--- config.mk ---
export PLATFORM = sky130hd
export DESIGN_NAME = controlUnit
export DESIGN_NICKNAME = d
export VERILOG_FILES = /design/src/rtl/cuPkg.sv /design/src/rtl/controlStore.sv /design/src/rtl/controlUnit.sv /design/src/rtl/instrDecoder.sv /design/src/rtl/microSequencer.sv
export SDC_FILE = /design/constraint.sdc
export NUM_CORES = 1
export LEC_CHECK = 0
export BUFFER_PORTS_ARGS = -buffer_cell sky130_fd_sc_hd__buf_2
export CAP_MARGIN = 20
export CORE_ASPECT_RATIO = 0.9
export CORE_UTILIZATION = 36
export CTS_CLUSTER_DIAMETER = 100
export DETAILED_ROUTE_END_ITERATION = 8
export MAX_ROUTING_LAYER = met4
export PLACE_DENSITY = 0.76
export SLEW_MARGIN = 30
export SYNTH_ARGS = -nofsm -noshare
export SYNTH_HDL_FRONTEND = slang
export SYNTH_SLANG_ARGS = --single-unit
--- constraint.sdc ---
create_clock -name CLK -period 1.25 [get_ports CLK]
set_input_delay 0 -clock CLK [delete_from_list [all_inputs] [get_ports CLK]]
set_output_delay 0 -clock CLK [all_outputs]
set_load 0.01 [all_outputs]
--- src/rtl/cuPkg.sv ---
package cuPkg;

	// widths that carry a meaning
	typedef logic [31:0] instrWord;
	typedef logic [2:0]  condBits;
	typedef logic [4:0]  aluOp;
	typedef logic [5:0]  shiftSel;
	typedef logic [2:0]  tSel;
	typedef logic [1:0]  memSize;

	// only word transfers are issued
	localparam memSize wordSize = 2'b10;

	// encodings follow bits 27:25 where a class has one
	typedef enum logic [2:0]
	{
		dpShift     = 3'b000,
		dpImm       = 3'b001,
		lsImm       = 3'b010,
		branch      = 3'b101,
		unsupported = 3'b111
	} instrClass;

	typedef enum logic [4:0]
	{
		resetSt,
		fetchAddr,
		fetchInc,
		fetchWait,
		decode,
		dpImmOp,
		dpImmWb,
		dpShiftOp,
		brTarget,
		brLinkSave,
		brCommit,
		lsAddr,
		lsReadReq,
		lsReadWait,
		lsLoadReg,
		lsStoreData,
		lsWriteWait
	} cuState;

	// bit 20 appears twice, S for data processing and L for transfers
	typedef struct packed
	{
		instrClass iClass;
		logic      setFlags;
		logic      load;
		logic      link;
		logic      up;
	} decodedInstr;

	typedef struct packed
	{
		logic clr;
		logic rfLd;
		logic irLd;
		logic marLd;
		logic mdrLd;
		logic frLd;
	} regLoads;

	// rw high is a read
	typedef struct packed
	{
		logic   rw;
		logic   mov;
		memSize size;
	} memCtrl;

	typedef struct packed
	{
		logic [1:0] muxA;
		logic [1:0] muxB;
		logic [2:0] muxC;
		logic       muxD;
		logic       muxE;
		logic [1:0] muxF;
		logic       muxG;
		logic       muxH;
		logic [1:0] muxI;
		logic [1:0] muxJ;
	} muxSel;

	typedef struct packed
	{
		regLoads loads;
		memCtrl  mem;
		muxSel   mux;
		aluOp    op;
		shiftSel shift;
		tSel     opType;
		logic    en;
	} ctrlWord;

endpackage

--- src/rtl/controlStore.sv ---
`timescale 1ns/1ps

module controlStore
(
	input  cuPkg::cuState      state,
	input  cuPkg::decodedInstr dec,
	output cuPkg::ctrlWord     ctrl
);
	import cuPkg::*;

	// every field is zero unless the state sets it
	always_comb
	begin
		ctrl = '0;
		case (state)
			resetSt:
			begin
				ctrl.loads.clr = 1'b1;
			end
			fetchAddr:
			begin
				ctrl.loads.marLd = 1'b1;
				ctrl.mem.rw = 1'b1;
			end
			// pc + 4 while the read is issued
			fetchInc:
			begin
				ctrl.loads.rfLd = 1'b1;
				ctrl.mem = '{rw: 1'b1, mov: 1'b1, size: wordSize};
				ctrl.mux.muxA = 2'b10;
				ctrl.mux.muxC = 3'b011;
				ctrl.mux.muxD = 1'b1;
				ctrl.op = 5'b10001;
			end
			fetchWait:
			begin
				ctrl.loads.irLd = 1'b1;
				ctrl.mem = '{rw: 1'b1, mov: 1'b1, size: wordSize};
			end
			dpImmOp:
			begin
				ctrl.loads.rfLd = 1'b1;
				ctrl.mux.muxB = 2'b01;
				ctrl.mux.muxC = 3'b100;
				ctrl.mux.muxD = 1'b1;
				ctrl.mux.muxF = 2'b11;
				ctrl.opType = 3'b001;
				ctrl.en = 1'b1;
				ctrl.op = 5'b10011;
			end
			dpImmWb:
			begin
				ctrl.loads.rfLd = 1'b1;
				ctrl.loads.frLd = dec.setFlags;
				ctrl.mux.muxI = 2'b10;
				ctrl.mux.muxJ = 2'b01;
				ctrl.opType = 3'b100;
			end
			dpShiftOp:
			begin
				ctrl.loads.rfLd = 1'b1;
				ctrl.loads.frLd = dec.setFlags;
				ctrl.mux.muxB = 2'b01;
				ctrl.mux.muxH = 1'b1;
				ctrl.mux.muxI = 2'b01;
			end
			// r14 <- pc before the jump
			brLinkSave:
			begin
				ctrl.loads.rfLd = 1'b1;
				ctrl.mux.muxA = 2'b11;
				ctrl.mux.muxC = 3'b010;
				ctrl.mux.muxD = 1'b1;
				ctrl.mux.muxJ = 2'b01;
				ctrl.shift = 6'b000100;
				ctrl.op = 5'b10000;
			end
			brTarget:
			begin
				ctrl.loads.rfLd = 1'b1;
				ctrl.mux.muxB = 2'b01;
				ctrl.mux.muxC = 3'b100;
				ctrl.mux.muxD = 1'b1;
				ctrl.mux.muxF = 2'b11;
				ctrl.mux.muxI = 2'b10;
				ctrl.mux.muxJ = 2'b10;
				ctrl.opType = 3'b100;
				ctrl.en = 1'b1;
				ctrl.op = 5'b10011;
			end
			brCommit:
			begin
				ctrl.loads.rfLd = 1'b1;
				ctrl.mux.muxA = 2'b10;
				ctrl.mux.muxB = 2'b01;
				ctrl.mux.muxC = 3'b011;
				ctrl.mux.muxD = 1'b1;
				ctrl.mux.muxI = 2'b10;
				ctrl.mux.muxJ = 2'b01;
				ctrl.opType = 3'b101;
				ctrl.shift = 6'b000100;
				ctrl.op = 5'b00100;
			end
			// base plus or minus the 12-bit offset
			lsAddr:
			begin
				ctrl.loads.marLd = 1'b1;
				ctrl.mux.muxB = 2'b01;
				ctrl.mux.muxD = 1'b1;
				ctrl.mux.muxF = 2'b11;
				ctrl.mux.muxI = 2'b10;
				ctrl.opType = 3'b101;
				ctrl.en = 1'b1;
				ctrl.op = dec.up ? 5'b00100 : 5'b00010;
			end
			lsReadReq:
			begin
				ctrl.mem = '{rw: 1'b1, mov: 1'b1, size: wordSize};
				ctrl.mux.muxI = 2'b10;
			end
			lsReadWait:
			begin
				ctrl.loads.mdrLd = 1'b1;
				ctrl.mem = '{rw: 1'b1, mov: 1'b1, size: wordSize};
				ctrl.mux.muxB = 2'b10;
				ctrl.mux.muxI = 2'b10;
			end
			lsLoadReg:
			begin
				ctrl.loads.rfLd = 1'b1;
				ctrl.mux.muxB = 2'b10;
				ctrl.mux.muxD = 1'b1;
				ctrl.mux.muxI = 2'b10;
				ctrl.op = 5'b10011;
			end
			// rd into mdr through the alu
			lsStoreData:
			begin
				ctrl.loads.mdrLd = 1'b1;
				ctrl.mux.muxA = 2'b01;
				ctrl.mux.muxB = 2'b11;
				ctrl.mux.muxD = 1'b1;
				ctrl.mux.muxE = 1'b1;
				ctrl.mux.muxI = 2'b10;
				ctrl.op = 5'b10000;
			end
			lsWriteWait:
			begin
				ctrl.mem = '{rw: 1'b0, mov: 1'b1, size: wordSize};
				ctrl.mux.muxI = 2'b10;
			end
			default:
			begin
				ctrl = '0;
			end
		endcase
	end

endmodule

--- src/rtl/controlUnit.sv ---
`timescale 1ns/1ps

module controlUnit
(
	input  logic            CLK,
	input  logic            rstN,
	input  cuPkg::instrWord ir,
	input  logic            cond,
	input  logic            moc,
	output cuPkg::ctrlWord  ctrl
);
	import cuPkg::*;

	decodedInstr dec;
	cuState state;

	instrDecoder decoder
	(
		.ir  (ir),
		.dec (dec)
	);

	// only the sequencer sees cond and moc
	microSequencer sequencer
	(
		.CLK   (CLK),
		.rstN  (rstN),
		.dec   (dec),
		.cond  (cond),
		.moc   (moc),
		.state (state)
	);

	controlStore store
	(
		.state (state),
		.dec   (dec),
		.ctrl  (ctrl)
	);

endmodule

--- src/rtl/instrDecoder.sv ---
`timescale 1ns/1ps

module instrDecoder
(
	input  cuPkg::instrWord    ir,
	output cuPkg::decodedInstr dec
);
	import cuPkg::*;

	condBits classField;
	instrClass iClass;

	assign classField = ir[27:25];

	// anything outside the kept classes goes back to fetch
	always_comb
	begin
		case (classField)
			3'b000:
			begin
				iClass = dpShift;
			end
			3'b001:
			begin
				iClass = dpImm;
			end
			3'b010:
			begin
				iClass = lsImm;
			end
			3'b101:
			begin
				iClass = branch;
			end
			default:
			begin
				iClass = unsupported;
			end
		endcase
	end

	always_comb
	begin
		dec.iClass = iClass;
		// S bit for data processing
		dec.setFlags = ir[20];
		// L bit for load/store
		dec.load = ir[20];
		dec.link = ir[24];
		// U bit adds the offset when set
		dec.up = ir[23];
	end

endmodule

--- src/rtl/microSequencer.sv ---
`timescale 1ns/1ps

module microSequencer
(
	input  logic               CLK,
	input  logic               rstN,
	input  cuPkg::decodedInstr dec,
	input  logic               cond,
	input  logic               moc,
	output cuPkg::cuState      state
);
	import cuPkg::*;

	cuState nextState;

	always_ff @(posedge CLK or negedge rstN)
	begin
		if (!rstN)
		begin
			state <= resetSt;
		end
		else
		begin
			state <= nextState;
		end
	end

	always_comb
	begin
		nextState = state;
		case (state)
			resetSt:
			begin
				nextState = fetchAddr;
			end
			fetchAddr:
			begin
				nextState = fetchInc;
			end
			fetchInc:
			begin
				nextState = fetchWait;
			end
			// hold until memory answers
			fetchWait:
			begin
				if (moc)
				begin
					nextState = decode;
				end
			end
			decode:
			begin
				if (!cond)
				begin
					// condition failed, skip the instruction
					nextState = fetchAddr;
				end
				else
				begin
					case (dec.iClass)
						dpImm:
						begin
							nextState = dpImmOp;
						end
						dpShift:
						begin
							nextState = dpShiftOp;
						end
						branch:
						begin
							nextState = dec.link ? brLinkSave : brTarget;
						end
						lsImm:
						begin
							nextState = lsAddr;
						end
						default:
						begin
							nextState = fetchAddr;
						end
					endcase
				end
			end
			dpImmOp:
			begin
				nextState = dpImmWb;
			end
			dpImmWb:
			begin
				nextState = fetchAddr;
			end
			dpShiftOp:
			begin
				nextState = fetchAddr;
			end
			brLinkSave:
			begin
				nextState = brTarget;
			end
			brTarget:
			begin
				nextState = brCommit;
			end
			brCommit:
			begin
				nextState = fetchAddr;
			end
			lsAddr:
			begin
				nextState = dec.load ? lsReadReq : lsStoreData;
			end
			lsReadReq:
			begin
				nextState = lsReadWait;
			end
			lsReadWait:
			begin
				if (moc)
				begin
					nextState = lsLoadReg;
				end
			end
			lsLoadReg:
			begin
				nextState = fetchAddr;
			end
			lsStoreData:
			begin
				nextState = lsWriteWait;
			end
			lsWriteWait:
			begin
				if (moc)
				begin
					nextState = fetchAddr;
				end
			end
			default:
			begin
				nextState = resetSt;
			end
		endcase
	end

endmodule

==> flow_metrics.env <==
export IMPL_die_area_sq_um=3090
export IMPL_drt_first_iter_violations=236
export IMPL_gp_congestion=0.931
export IMPL_violations="setup timing"
export IMPL_drc=0
export IMPL_synth_seq_cells=5
export IMPL_cpPeakStageDelay_ns=0.48
export IMPL_layout_commonest_cell="buf_4"
export IMPL_synth_top_area_share_pct=12.1
export IMPL_cts_tree="yes"
export IMPL_largest_register="sequencer.state"
export IMPL_start_util_pct=37.7
export IMPL_regArea_sq_um=131
export IMPL_worst_path_buf_inv=3
export IMPL_syn_cell_area_sq_um=1030
export IMPL_num_vias=1790
export IMPL_critical_path_top_cell_by_count="buf_6"
export IMPL_crit_slowest_cell="dfrtp_2"
export IMPL_finalMaxSlewViolations=0
export IMPL_synthArstFlopShare_pct=100
export IMPL_synth_flop_cell="dfrtp_1"
export IMPL_reg_top3="sequencer.state x5"
export IMPL_fin_crit_ns=1.72
export IMPL_die_x_um=58.5
export IMPL_via_per_inst=5.83
export IMPL_ant_nets=0
export IMPL_ys_seq_area_share_pct=12.1
export IMPL_cts_root_buffer="clkbuf_4"
export IMPL_multi_input_area_sq_um=1110
export IMPL_postSynthAreaPerCell_sq_um=6.81
export IMPL_final_util_pct=88.4
export IMPL_drive_above_1_share_pct=75.3
export IMPL_worstPathMaxFanout=8
export IMPL_port_buffer_count=42
export IMPL_wl_per_cell_um=21.2
export IMPL_crit_path_cell_trace="buf_6, buf_6, buf_6, a21oi_4, o221ai_2, a221oi_2, o32ai_2"
export IMPL_fin_setup_tns_ns=-11.41
export IMPL_rsz0062_at_grt="true"
export IMPL_startpoint_type="flip-flop"
export IMPL_setup_ws_ns=-0.468
export IMPL_cts_num_sinks=5
export IMPL_cts_buffers=3
export IMPL_yosys_warnings=0
export IMPL_cts_buffer_depth=2
export IMPL_yosysTopAreaCell="dfrtp_1"
export IMPL_synth_edff_count=0
export IMPL_crit_type="flip-flop to flip-flop"
export IMPL_grt_max_degree=13
export IMPL_grt_usage_pct=34.9
export IMPL_cts_reportedPaths_clkPinSlew_ns=0.05
export IMPL_setup_viol=37
export IMPL_cellPowerDensity_nw_per_um2=2460
export IMPL_final_hold_viol_count=0
export IMPL_irDropWorstVdd_mv=1.39
export IMPL_wl_um=6500
export IMPL_grt_pass1_wl_um=7710
export IMPL_dp_hpwl_um=2850
export IMPL_hp_class="input pin to flip-flop"
export IMPL_first_global_vias=1537
export IMPL_endpoint_kind="flip-flop"
export IMPL_n_fill_cell=122
export IMPL_core_sq_um=2750
export IMPL_cpLargestDelayFamily="compound AO/OA/AOI/OAI gates"
export IMPL_maxCapViolations=0
export IMPL_die_h_um=52.9
export IMPL_final_cell_count_no_fill=307
export IMPL_synth_cell_types=49
export IMPL_htreeDepth=1
export IMPL_first_pass_iters=5
export IMPL_syn_inst=152
export IMPL_largest_register_ff_count=5
export IMPL_diodes=0
export IMPL_crit_arrival_ns=1.84
export IMPL_final_nets=304
export IMPL_cp_required_ns=1.37
export IMPL_synth_area_leaders="dfrtp_1 12%, buf_4 9.4%, nor2_1 6.5%"
export IMPL_stdcell_area_sq_um=2430
export IMPL_status="finished, violations left"
export IMPL_fmax_mhz=582
export IMPL_p_leak_nw=1.13
export IMPL_dp_cells=268
export IMPL_gr_total_overflow=0
export IMPL_most_common_layout_cells="45 x buf_4, 41 x buf_6, 36 x buf_2"
export IMPL_io_pins=78
export IMPL_grt_antenna_before_repair=0
export IMPL_clock_latency_ns=0.26
export IMPL_fin_skew_ns=0.0103
export IMPL_rows=18
export IMPL_area_growth_pct=135
export IMPL_placed_area_sq_um=1580
export IMPL_fin_crit_sh_pct=137
worst paths after layout:
check	from	end	slack (ns)	depth (start not counted)
max	sequencer.state[2]$_DFFE_PN0P_	sequencer.state[0]$_DFFE_PN0P_	-0.47	7
min in group asynchronous	rstN	sequencer.state[2]$_DFFE_PN0P_	0.11	2
min reg2reg	sequencer.state[4]$_DFFE_PN0P_	sequencer.state[2]$_DFFE_PN0P_	0.85	4
max in group asynchronous	rstN	sequencer.state[3]$_DFFE_PN0P_	0.97	2
min	ir[25]	sequencer.state[1]$_DFFE_PN0P_	0.09	3
max reg2reg	sequencer.state[2]$_DFFE_PN0P_	sequencer.state[0]$_DFFE_PN0P_	-0.47	7
cells in the mapped netlist, drive strengths merged (3+ instances only):
master,count
nor2,21
nand2b,6
o21ai,11
nor3,5
o32ai,4
nand2,14
a211oi,3
nor2b,3
a31oi,4
dfrtp,5
a21oi,11
inv,4
buf,23
worst register-to-register path, cell delays in order (launching register included):
cell      delay, ns
dfrtp_2        0.48
buf_6          0.16
buf_6          0.11
buf_6          0.12
a21oi_4        0.11
o221ai_2       0.10
a221oi_2       0.34
o32ai_2        0.15
kinds of logic after synthesis:
family | Yosys count | share of synthesized area [%]
AO/OA/AOI/OAI | 49 | 33.1
AND/OR/NAND/NOR | 65 | 32.9
XOR/XNOR | 2 | 1.69
other | 1 | 0.362
buffers and inverters | 30 | 19.8
flip-flops | 5 | 12.1
metrics by stage:
step / hold slack (ns) / setup WS (ns) / total power (W)
global placement: -0.175 / -0.206 / 0.00339
global route: 0.0859 / -0.510 / 0.00617
floorplan: -0.296 / -0.0677 / 0.00221
detailed placement: -0.175 / -0.246 / 0.00344
CTS: 0.0298 / -0.316 / 0.00460
finish: 0.0870 / -0.468 / 0.00597
timing repair:
| item | 4_1_cts | 5_1_grt |
|---|---|---|
| setup endpoints to repair | 38 | 38 |
| resized for setup | 82 | 59 |
| pin swaps | 28 | 17 |
| hold buffers | 1 | 0 |
| gates cloned | 0 | 1 |
| setup buffers | 17 | 19 |
| hold endpoints to repair | 5 | 0 |
final cells by class:
class                      count  area share, %
clock buffer                   4           1.08
inverter                       5           1.03
multi-input combinational    125           45.6
sequential                     5           5.41
tap                           40           2.06
timing repair buffer         128           44.9
power breakdown:
group	total, W	switching (W)	internal, W
logic	0.00541	0.00266	0.00275
clock network	0.000206	0.0000836	0.000122
registers	0.000353	0.000126	0.000227
total	0.00597	0.00287	0.00310
per-layer routing:
layer	share of wire (%)	vias up	wire (um)	global-route usage, %
li1	-	763	-	-
met2	48	128	3140	58.0
met3	7.7	32	499	8.31
met5	0	-	0	-
met4	3.7	0	238	17.9
met1	40	867	2620	39.4
No activity file was read; power rests on OpenSTA's default activity.
